## src/logic/rv_pkg.sv

```systemverilog
/*
  Shared RV32I types: opcodes, funct3 codes, ALU and mux selects,
  instruction format union, control word and data bus request
*/
package rv_pkg;

  typedef logic [31:0] xlen_t;
  typedef logic [4:0]  reg_idx_t;

  // Major opcodes
  typedef enum logic [6:0] {
    OPC_LUI      = 7'b0110111,
    OPC_AUIPC    = 7'b0010111,
    OPC_JAL      = 7'b1101111,
    OPC_JALR     = 7'b1100111,
    OPC_BRANCH   = 7'b1100011,
    OPC_LOAD     = 7'b0000011,
    OPC_STORE    = 7'b0100011,
    OPC_OP_IMM   = 7'b0010011,
    OPC_OP       = 7'b0110011,
    OPC_MISC_MEM = 7'b0001111,
    OPC_SYSTEM   = 7'b1110011
  } opcode_t;

  // ------------------------------
  // funct3 codes
  // ------------------------------
  localparam logic [2:0] F3_B  = 3'b000;
  localparam logic [2:0] F3_H  = 3'b001;
  localparam logic [2:0] F3_W  = 3'b010;
  localparam logic [2:0] F3_BU = 3'b100;
  localparam logic [2:0] F3_HU = 3'b101;

  localparam logic [2:0] F3_BEQ  = 3'b000;
  localparam logic [2:0] F3_BNE  = 3'b001;
  localparam logic [2:0] F3_BLT  = 3'b100;
  localparam logic [2:0] F3_BGE  = 3'b101;
  localparam logic [2:0] F3_BLTU = 3'b110;
  localparam logic [2:0] F3_BGEU = 3'b111;

  localparam logic [2:0] F3_ADD_SUB = 3'b000;
  localparam logic [2:0] F3_SLL     = 3'b001;
  localparam logic [2:0] F3_SLT     = 3'b010;
  localparam logic [2:0] F3_SLTU    = 3'b011;
  localparam logic [2:0] F3_XOR     = 3'b100;
  localparam logic [2:0] F3_SR      = 3'b101;
  localparam logic [2:0] F3_OR      = 3'b110;
  localparam logic [2:0] F3_AND     = 3'b111;

  typedef enum logic [3:0] {
    ALU_ADD, ALU_SUB, ALU_SLL, ALU_SLT, ALU_SLTU, ALU_XOR,
    ALU_SRL, ALU_SRA, ALU_OR, ALU_AND, ALU_PASS_B
  } alu_fn_t;

  typedef enum logic [1:0] {PC_PLUS4, PC_BRANCH, PC_JALR} pc_sel_t;
  typedef enum logic [1:0] {WB_ALU, WB_LOAD, WB_PC4} wb_sel_t;

  // ------------------------------
  // Instruction formats
  // ------------------------------
  typedef struct packed {
    logic [6:0] funct7;
    reg_idx_t   rs2;
    reg_idx_t   rs1;
    logic [2:0] funct3;
    reg_idx_t   rd;
    opcode_t    opcode;
  } r_fmt_t;

  typedef struct packed {
    logic [11:0] imm_11_0;
    reg_idx_t    rs1;
    logic [2:0]  funct3;
    reg_idx_t    rd;
    opcode_t     opcode;
  } i_fmt_t;

  typedef struct packed {
    logic [6:0] imm_11_5;
    reg_idx_t   rs2;
    reg_idx_t   rs1;
    logic [2:0] funct3;
    logic [4:0] imm_4_0;
    opcode_t    opcode;
  } s_fmt_t;

  typedef struct packed {
    logic       imm_12;
    logic [5:0] imm_10_5;
    reg_idx_t   rs2;
    reg_idx_t   rs1;
    logic [2:0] funct3;
    logic [3:0] imm_4_1;
    logic       imm_11;
    opcode_t    opcode;
  } b_fmt_t;

  typedef struct packed {
    logic [19:0] imm_31_12;
    reg_idx_t    rd;
    opcode_t     opcode;
  } u_fmt_t;

  typedef struct packed {
    logic       imm_20;
    logic [9:0] imm_10_1;
    logic       imm_11;
    logic [7:0] imm_19_12;
    reg_idx_t   rd;
    opcode_t    opcode;
  } j_fmt_t;

  typedef union packed {
    r_fmt_t r_fmt;
    i_fmt_t i_fmt;
    s_fmt_t s_fmt;
    b_fmt_t b_fmt;
    u_fmt_t u_fmt;
    j_fmt_t j_fmt;
  } inst_u;

  typedef struct packed {
    alu_fn_t alu_fn;
    logic    op_a_pc;
    logic    op_b_imm;
    logic    reg_write;
    logic    mem_read;
    logic    mem_write;
    wb_sel_t wb_sel;
    pc_sel_t pc_sel;
  } ctl_t;

  // Outgoing data bus request
  typedef struct packed {
    xlen_t      address;
    xlen_t      write_data;
    logic [3:0] byte_enable;
    logic       read_enable;
    logic       write_enable;
  } dbus_t;

endpackage

```

## src/logic/rv_regfile.sv

```systemverilog
`timescale 1ns/1ps
/*
  Integer register file, x1..x31 writable, x0 reads zero
*/
module rv_regfile
  import rv_pkg::*;
(
  input  logic     clock,
  input  logic     reset,
  input  reg_idx_t rs1,
  input  reg_idx_t rs2,
  input  reg_idx_t rd,
  input  logic     write_enable,
  input  xlen_t    write_data,
  output xlen_t    rs1_data,
  output xlen_t    rs2_data
);

  xlen_t regs [32];

  always_ff @(posedge clock) begin
    if (reset) begin
      for (int i = 0; i < 32; i++) begin
        regs[i] <= '0;
      end
    end else if (write_enable && rd != '0) begin
      regs[rd] <= write_data;
    end
  end

  // Combinational reads, x0 kept zero by the write guard
  assign rs1_data = regs[rs1];
  assign rs2_data = regs[rs2];

  x0_reads_zero: assert property (@(posedge clock) disable iff (reset)
    (rs1 == '0) |-> (rs1_data == '0))
    else $error("x0 read back as %h", rs1_data);

endmodule

```

## src/logic/rv_datapath.sv

```systemverilog
`timescale 1ns/1ps
/*
  Single-cycle datapath: PC register, register file, immediate
  generation, ALU, writeback mux and next-PC selection
*/
module rv_datapath
  import rv_pkg::*;
#(
  parameter xlen_t RESET_VECTOR = '0
) (
  input  logic  clock,
  input  logic  reset,
  input  inst_u inst,
  input  ctl_t  ctl,
  input  xlen_t load_data,
  output xlen_t alu_result,
  output xlen_t store_data,
  output logic  alu_zero,
  output xlen_t pc
);

  xlen_t imm;
  xlen_t rs1_data;
  xlen_t op_a;
  xlen_t op_b;
  xlen_t pc_plus4;
  xlen_t wb_data;
  xlen_t next_pc;

  rv_regfile i_regfile (
    .clock        (clock),
    .reset        (reset),
    .rs1          (inst.r_fmt.rs1),
    .rs2          (inst.r_fmt.rs2),
    .rd           (inst.r_fmt.rd),
    .write_enable (ctl.reg_write),
    .write_data   (wb_data),
    .rs1_data     (rs1_data),
    .rs2_data     (store_data)
  );

  // ------------------------------
  // Immediate by format
  // ------------------------------
  always_comb begin
    case (inst.r_fmt.opcode)
      OPC_LUI, OPC_AUIPC: imm = {inst.u_fmt.imm_31_12, 12'b0};
      OPC_JAL: imm = {{11{inst.j_fmt.imm_20}}, inst.j_fmt.imm_20, inst.j_fmt.imm_19_12,
                      inst.j_fmt.imm_11, inst.j_fmt.imm_10_1, 1'b0};
      OPC_BRANCH: imm = {{19{inst.b_fmt.imm_12}}, inst.b_fmt.imm_12, inst.b_fmt.imm_11,
                         inst.b_fmt.imm_10_5, inst.b_fmt.imm_4_1, 1'b0};
      OPC_STORE: imm = {{20{inst.s_fmt.imm_11_5[6]}}, inst.s_fmt.imm_11_5,
                        inst.s_fmt.imm_4_0};
      default: imm = {{20{inst.i_fmt.imm_11_0[11]}}, inst.i_fmt.imm_11_0};
    endcase
  end

  assign op_a = ctl.op_a_pc ? pc : rs1_data;
  assign op_b = ctl.op_b_imm ? imm : store_data;

  always_comb begin
    case (ctl.alu_fn)
      ALU_ADD:  alu_result = op_a + op_b;
      ALU_SUB:  alu_result = op_a - op_b;
      ALU_SLL:  alu_result = op_a << op_b[4:0];
      ALU_SLT:  alu_result = {31'b0, $signed(op_a) < $signed(op_b)};
      ALU_SLTU: alu_result = {31'b0, op_a < op_b};
      ALU_XOR:  alu_result = op_a ^ op_b;
      ALU_SRL:  alu_result = op_a >> op_b[4:0];
      ALU_SRA:  alu_result = $signed(op_a) >>> op_b[4:0];
      ALU_OR:   alu_result = op_a | op_b;
      ALU_AND:  alu_result = op_a & op_b;
      default:  alu_result = op_b;
    endcase
  end

  // Branch compares read this
  assign alu_zero = (alu_result == '0);

  // ------------------------------
  // Writeback and next PC
  // ------------------------------
  assign pc_plus4 = pc + 32'd4;

  always_comb begin
    case (ctl.wb_sel)
      WB_LOAD: wb_data = load_data;
      WB_PC4:  wb_data = pc_plus4;
      default: wb_data = alu_result;
    endcase
  end

  always_comb begin
    case (ctl.pc_sel)
      PC_BRANCH: next_pc = pc + imm;
      PC_JALR:   next_pc = {alu_result[31:1], 1'b0};
      default:   next_pc = pc_plus4;
    endcase
  end

  always_ff @(posedge clock) begin
    if (reset) begin
      pc <= RESET_VECTOR;
    end else begin
      pc <= next_pc;
    end
  end

  pc_aligned: assert property (@(posedge clock) !reset |=> (pc[1:0] == 2'b00))
    else $error("pc %h is not word aligned", pc);

endmodule

```

## src/logic/rv_ctlpath.sv

```systemverilog
`timescale 1ns/1ps
/*
  Control path: opcode decode, ALU function decode and
  branch resolution into the control word
*/
module rv_ctlpath
  import rv_pkg::*;
(
  input  logic  reset,
  input  inst_u inst,
  input  logic  alu_zero,
  output ctl_t  ctl
);

  opcode_t    opcode;
  logic [2:0] funct3;
  logic [6:0] funct7;
  alu_fn_t    op_fn;
  alu_fn_t    branch_fn;
  logic       branch_taken;

  assign opcode = inst.r_fmt.opcode;
  assign funct3 = inst.r_fmt.funct3;
  assign funct7 = inst.r_fmt.funct7;

  // ALU function for OP and OP_IMM
  always_comb begin
    case (funct3)
      F3_ADD_SUB: op_fn = (opcode == OPC_OP && funct7[5]) ? ALU_SUB : ALU_ADD;
      F3_SLL:     op_fn = ALU_SLL;
      F3_SLT:     op_fn = ALU_SLT;
      F3_SLTU:    op_fn = ALU_SLTU;
      F3_XOR:     op_fn = ALU_XOR;
      F3_SR:      op_fn = funct7[5] ? ALU_SRA : ALU_SRL;
      F3_OR:      op_fn = ALU_OR;
      F3_AND:     op_fn = ALU_AND;
      default:    op_fn = ALU_ADD;
    endcase
  end

  // Compare via SUB/SLT/SLTU, then read the zero flag
  always_comb begin
    case (funct3)
      F3_BEQ, F3_BNE:   branch_fn = ALU_SUB;
      F3_BLT, F3_BGE:   branch_fn = ALU_SLT;
      default:          branch_fn = ALU_SLTU;
    endcase
    case (funct3)
      F3_BEQ, F3_BGE, F3_BGEU: branch_taken = alu_zero;
      default:                 branch_taken = !alu_zero;
    endcase
  end

  // ------------------------------
  // Main decode
  // ------------------------------
  always_comb begin
    ctl = '0;
    ctl.alu_fn = ALU_ADD;
    ctl.wb_sel = WB_ALU;
    ctl.pc_sel = PC_PLUS4;
    case (opcode)
      OPC_LUI: begin
        ctl.alu_fn    = ALU_PASS_B;
        ctl.op_b_imm  = 1'b1;
        ctl.reg_write = 1'b1;
      end
      OPC_AUIPC: begin
        ctl.op_a_pc   = 1'b1;
        ctl.op_b_imm  = 1'b1;
        ctl.reg_write = 1'b1;
      end
      OPC_JAL: begin
        ctl.reg_write = 1'b1;
        ctl.wb_sel    = WB_PC4;
        ctl.pc_sel    = PC_BRANCH;
      end
      OPC_JALR: begin
        ctl.op_b_imm  = 1'b1;
        ctl.reg_write = 1'b1;
        ctl.wb_sel    = WB_PC4;
        ctl.pc_sel    = PC_JALR;
      end
      OPC_BRANCH: begin
        ctl.alu_fn = branch_fn;
        ctl.pc_sel = branch_taken ? PC_BRANCH : PC_PLUS4;
      end
      OPC_LOAD: begin
        ctl.op_b_imm  = 1'b1;
        ctl.mem_read  = 1'b1;
        ctl.reg_write = 1'b1;
        ctl.wb_sel    = WB_LOAD;
      end
      OPC_STORE: begin
        ctl.op_b_imm  = 1'b1;
        ctl.mem_write = 1'b1;
      end
      OPC_OP_IMM: begin
        ctl.alu_fn    = op_fn;
        ctl.op_b_imm  = 1'b1;
        ctl.reg_write = 1'b1;
      end
      OPC_OP: begin
        ctl.alu_fn    = op_fn;
        ctl.reg_write = 1'b1;
      end
      // fence and system ops just fall through to PC+4
      OPC_MISC_MEM, OPC_SYSTEM: ;
      default: ;
    endcase
    if (reset) begin
      ctl.reg_write = 1'b0;
      ctl.mem_read  = 1'b0;
      ctl.mem_write = 1'b0;
    end
  end

endmodule

```

## src/logic/rv_dmem_interface.sv

```systemverilog
`timescale 1ns/1ps
/*
  Data memory lane logic: store replication and byte enables,
  load extraction with sign or zero extension
*/
module rv_dmem_interface
  import rv_pkg::*;
(
  input  logic [2:0] funct3,
  input  logic [1:0] address_low,
  input  xlen_t      store_data,
  input  xlen_t      bus_read_data,
  output xlen_t      load_data,
  output xlen_t      bus_write_data,
  output logic [3:0] byte_enable
);

  xlen_t shifted;

  // Store side, value copied to every lane
  always_comb begin
    case (funct3)
      F3_B, F3_BU: begin
        bus_write_data = {4{store_data[7:0]}};
        byte_enable    = 4'b0001 << address_low;
      end
      F3_H, F3_HU: begin
        bus_write_data = {2{store_data[15:0]}};
        byte_enable    = address_low[1] ? 4'b1100 : 4'b0011;
      end
      default: begin
        bus_write_data = store_data;
        byte_enable    = 4'b1111;
      end
    endcase
  end

  // Load side, addressed lane down to bit 0
  assign shifted = bus_read_data >> {address_low, 3'b000};

  always_comb begin
    case (funct3)
      F3_B:    load_data = {{24{shifted[7]}}, shifted[7:0]};
      F3_BU:   load_data = {24'b0, shifted[7:0]};
      F3_H:    load_data = {{16{shifted[15]}}, shifted[15:0]};
      F3_HU:   load_data = {16'b0, shifted[15:0]};
      default: load_data = bus_read_data;
    endcase
  end

endmodule

```

## src/logic/rv_core.sv

```systemverilog
`timescale 1ns/1ps
/*
  RV32I single-cycle core top: datapath, control path and
  data memory lane logic joined onto the data bus
*/
module rv_core
  import rv_pkg::*;
#(
  parameter xlen_t RESET_VECTOR = '0
) (
  input  logic  clock,
  input  logic  reset,
  input  xlen_t inst,
  input  xlen_t bus_read_data,
  output xlen_t pc,
  output dbus_t dbus
);

  inst_u      inst_fields;
  ctl_t       ctl;
  xlen_t      alu_result;
  xlen_t      store_data;
  xlen_t      load_data;
  xlen_t      bus_write_data;
  logic [3:0] byte_enable;
  logic       alu_zero;

  assign inst_fields = inst;

  rv_datapath #(
    .RESET_VECTOR (RESET_VECTOR)
  ) i_datapath (
    .clock      (clock),
    .reset      (reset),
    .inst       (inst_fields),
    .ctl        (ctl),
    .load_data  (load_data),
    .alu_result (alu_result),
    .store_data (store_data),
    .alu_zero   (alu_zero),
    .pc         (pc)
  );

  rv_ctlpath i_ctlpath (
    .reset    (reset),
    .inst     (inst_fields),
    .alu_zero (alu_zero),
    .ctl      (ctl)
  );

  rv_dmem_interface i_dmem_interface (
    .funct3         (inst_fields.i_fmt.funct3),
    .address_low    (alu_result[1:0]),
    .store_data     (store_data),
    .bus_read_data  (bus_read_data),
    .load_data      (load_data),
    .bus_write_data (bus_write_data),
    .byte_enable    (byte_enable)
  );

  // Word address on the bus, lanes picked by byte_enable
  always_comb begin
    dbus.address      = {alu_result[31:2], 2'b00};
    dbus.write_data   = bus_write_data;
    dbus.byte_enable  = byte_enable;
    dbus.read_enable  = ctl.mem_read;
    dbus.write_enable = ctl.mem_write;
  end

  half_aligned: assert property (@(posedge clock) disable iff (reset)
    ((dbus.read_enable || dbus.write_enable) && inst_fields.i_fmt.funct3[1:0] == 2'b01)
      |-> !alu_result[0])
    else $error("halfword access at odd address %h", alu_result);

endmodule

```

## config.mk

```make
export PLATFORM = sky130hd
export DESIGN_NAME = rv_core
export DESIGN_NICKNAME = d
export VERILOG_FILES = /design/src/logic/rv_pkg.sv /design/src/logic/rv_regfile.sv /design/src/logic/rv_datapath.sv /design/src/logic/rv_ctlpath.sv /design/src/logic/rv_dmem_interface.sv /design/src/logic/rv_core.sv
export SDC_FILE = /design/constraint.sdc
export NUM_CORES = 2
export LEC_CHECK = 0
export BUFFER_PORTS_ARGS = -buffer_cell sky130_fd_sc_hd__buf_2
export CORE_UTILIZATION = 40
export CTS_BUF_LIST = sky130_fd_sc_hd__clkbuf_16
export DETAILED_ROUTE_END_ITERATION = 10
export GPL_TIMING_DRIVEN = 0
export HOLD_SLACK_MARGIN = 0.1
export SYNTH_ARGS = -nofsm -noshare
export SYNTH_HDL_FRONTEND = slang
export SYNTH_SLANG_ARGS = --single-unit
```

## constraint.sdc

```tcl
create_clock -name clock -period 14.7 [get_ports clock]
set_clock_uncertainty 0.1 [all_clocks]
set_input_delay 3.675 -clock clock [delete_from_list [all_inputs] [get_ports clock]]
set_output_delay 3.675 -clock clock [all_outputs]
set_load 0.1 [all_outputs]
```

==> results.md <==
- Fillers: 15690
- Unrepaired setup endpoints after global routing: false
- Max_cap viols: 12
- Cell taking the most area after synthesis: edfxtp_1
- DRC violation total after the first TritonRoute iteration: 11595
- Worst slew margin: -0.157
- H-tree depth: 3
- Reg2Reg Launch Point: i_datapath.i_regfile.regs[1][3]
- CTS Hold Buffers Added: 0
- Starting density of the core: 0.404
- Vias: 64333
- EDFF count, synth: 1024
- P_leak: 0.0301 uW
- Hold WC Path Type: reg -> reg
- Seq/Total Area, Yosys: 0.457
- P&R area growth vs syn: 15.6%
- Total track usage: 0.467
- Routed Antenna Nets: 0
- Setup violations, final: 20
- Slowest cell on the critical path: clkdlybuf4s15_1
- Failing checks: max-capacitance violations, max-slew violations, negative setup slack
- Crit path from: inst[16]
- FF+latch count, synth: 1056
- Final worst path period share: 1.02
- Max Fclk: 0.0667 GHz
- Mapped Cells: 6098
- CTS tree: done
- Die ar.: 0.173 mm^2
- Total Wirelength: 416 mm
- Pre-CTS WS: -4.42 ns
- Netlist Area Pre-Place: 0.0687 mm^2
- CP Max Fanout: 10
- Worst path bufs/invs: 6
- CP most frequent cell: o21ai_0
- Pre-Repair DR Iteration Count: 9
- Critical Path AT: 11.22 ns
- Boundary Pins: 168
- Sequential power share: 0.323
- Logic pwr share: 0.395
- Fin nets: 6680
- CP required: 10.93 ns
- Layout cells sized above 1: 0.224
- Yosys warnings: 0
- Worst path depth: 16
- Vias per cell: 7.29
- Post-DP HPWL: 301 mm
- Max IR drop VDD: 110 uV
- Root buf cell: clkbuf_16
- Core area: 0.170 mm^2
- Mapped Avg Cell Area: 11.3 um^2
- Tmin final: 15.00 ns
- Worst setup SP type: input pin
- Measured slew at the worst slew-check pin: 1.73 ns
- Top-area cell type share of the netlist area: 0.448
- R2r endpoint: i_datapath.pc[24]
- CP Class: in -> out
- Clk pin slew, worst setup/hold paths: 0.07 ns
- Critical path's largest stage delay: 0.95 ns
- Clock share of power: 0.282
- Worst setup EP type: output pin
- Worst skew pair latency: 0.79 ns
- Vias in the first global route: 59547
- TritonCTS Sinks: 1056
- Row count: 151
- Fin. max-slew vios: 94
- DRC Markers: 0
- Global placement routability congestion: 1.16
- Congestion Overflow GR: 0
- Int Pwr: 6230 uW
- Power Dens Cells: 135 mW/mm^2
- End point of the critical path: dbus[61]
- Post-DR wirelength/cell: 47.1 um
- Final hold slack: 0.697 ns
- Status: complete, but fails checks
- Final-report hold violation count: 0
- Switching Power: 4500 uW
- Largest cells by area after synthesis: edfxtp_1 45%, mux4_2 10%, mux2i_1 8.8%
- Largest net degree at the start of global routing: 33
- Die Y: 416 um
- Asr flop ratio synth: 0
- Crit-path cells: buf_4, and2_1, buf_2, clkdlybuf4s15_1, a2111oi_0, a31oi_1, a31oi_4, inv_1, clkbuf_1, nor3_1, o21ai_0, o21ai_0, a221oi_1, o21ai_0, o32a_1, clkbuf_4
- First-pass GRT wire length: 540 mm
- Most frequent cell after synthesis: nor2_1
- Max Root-Sink Buffers: 3
- Reg-to-reg slack, setup: 4.43 ns
- Sw Share: 0.419
- Num CTS Buffers: 106
- CP delay by family, top: compound AO/OA/AOI/OAI gates
- Synth Flop Type: edfxtp_1
- R2R depth: 32
- Initial antenna violation count: 51
- Final Worst Setup Slack: -0.296 ns
- I/O Buffers: 158
- Top cells by count, synth: 1169 x nor2_1, 1024 x edfxtp_1, 604 x mux2i_1, 310 x mux4_2, 293 x clkbuf_1
- Die X: 416 um
- Distinct cell type count after synthesis: 105
## power groups by stage
stage | registers (uW) | logic [uW] | clock network, uW
after CTS | 3460 | 3970 | 2970
after global routing | 3470 | 4220 | 3070
after detailed placement | 3530 | 3820 | 0
final | 3470 | 4240 | 3020
after floorplan | 3520 | 2330 | 0
after global placement | 3530 | 3780 | 0
## routing by layer
metal	global-route usage	routed length [um]
met4	0.485	55000
met5	0.00750	315
met1	0.495	128000
met2	0.672	171000
met3	0.203	61500
## through the flow
stage	area [um^2]	TNS [ns]	cells	power, uW	util
6_report	79400	-2.40	8824	10700	0.467
2_1_floorplan	69000	0	6131	5850	-
4_1_cts	79000	0	8775	10400	0.465
3_3_place_gp	72600	-3187.81	8507	7310	0.427
3_5_place_dp	73700	-2002.05	8550	7350	0.434
5_1_grt	79300	0	8788	10800	0.467
## what timing repair did
item                                    in CTS  in global routing
gates cloned                                 0                  2
resized for setup                          350                 88
pin swaps                                   22                 11
endpoints found under the setup margin    1057                 26
buffers inserted                            36                 11
## worst min path at each step
stage	startpoint	end	slack, ns	depth (start not counted)
finish	i_datapath.pc[23]	i_datapath.pc[23]	0.70	2
CTS	i_datapath.pc[23]	i_datapath.pc[23]	0.68	2
detailed placement	i_datapath.pc[23]	i_datapath.pc[23]	0.67	2
global placement	i_datapath.pc[23]	i_datapath.pc[23]	0.67	2
floorplan	i_datapath.pc[1]	i_datapath.pc[1]	0.89	2
global route	i_datapath.pc[0]	i_datapath.pc[0]	0.71	2
## cells by family (layout without fill, tap and decap cells)
kind of cell / count (synthesis) / after routing / share of synthesized area
AOI/OAI and AO/OA: 1167 / 1167 / 0.124
buffers and inverters: 698 / 1130 / 0.0494
and+or+nand+nor: 1940 / 1940 / 0.125
DFF: 1056 / 1056 / 0.457
muxes: 1016 / 1016 / 0.208
other: 1 / 77 / 0.0000546
adders and majority gates: 142 / 142 / 0.0262
xor gates and xnor gates: 78 / 78 / 0.00995
## worst reg2reg max path, delay by kind of cell, from the launching register on
kind,cells,cell delay (ns)
AOI/OAI and AO/OA,11,2.77
DFF,1,0.39
adders and majority gates,2,0.64
and+or+nand+nor,11,2.75
buffers and inverters,6,2.57
muxes,2,0.91
## area by class of cell
| cell class | instances | area [um^2] | share of cell area |
|---|---|---|---|
| clock buffers | 107 | 2680 | 0.0337 |
| plain buffers | 549 | 3660 | 0.0461 |
| flip-flops and latches | 1056 | 31400 | 0.395 |
| multi-input cells | 4377 | 35100 | 0.442 |
| inverters | 132 | 499 | 0.00629 |
| well taps | 2218 | 2780 | 0.0350 |
| diodes | 43 | 108 | 0.00136 |
| clock inverters | 92 | 1040 | 0.0131 |
| repair buffers | 250 | 2140 | 0.0270 |
## placed cells by master, fill, tap and decap left out, drive strengths merged, types with 154 or more instances in the layout
cell type and n:
nor2 1287, mux4 316, inv 154, edfxtp 1024, mux2i 607, nand2 226
a21oi 162, a22oi 217, clkbuf 393, buf 507
## registers in the layout (all words and copies together) (netlist names)
signal / cells
i_datapath.i_regfile.regs: 1024
i_datapath.pc: 32
No activity file was read; power rests on OpenSTA's default activity.
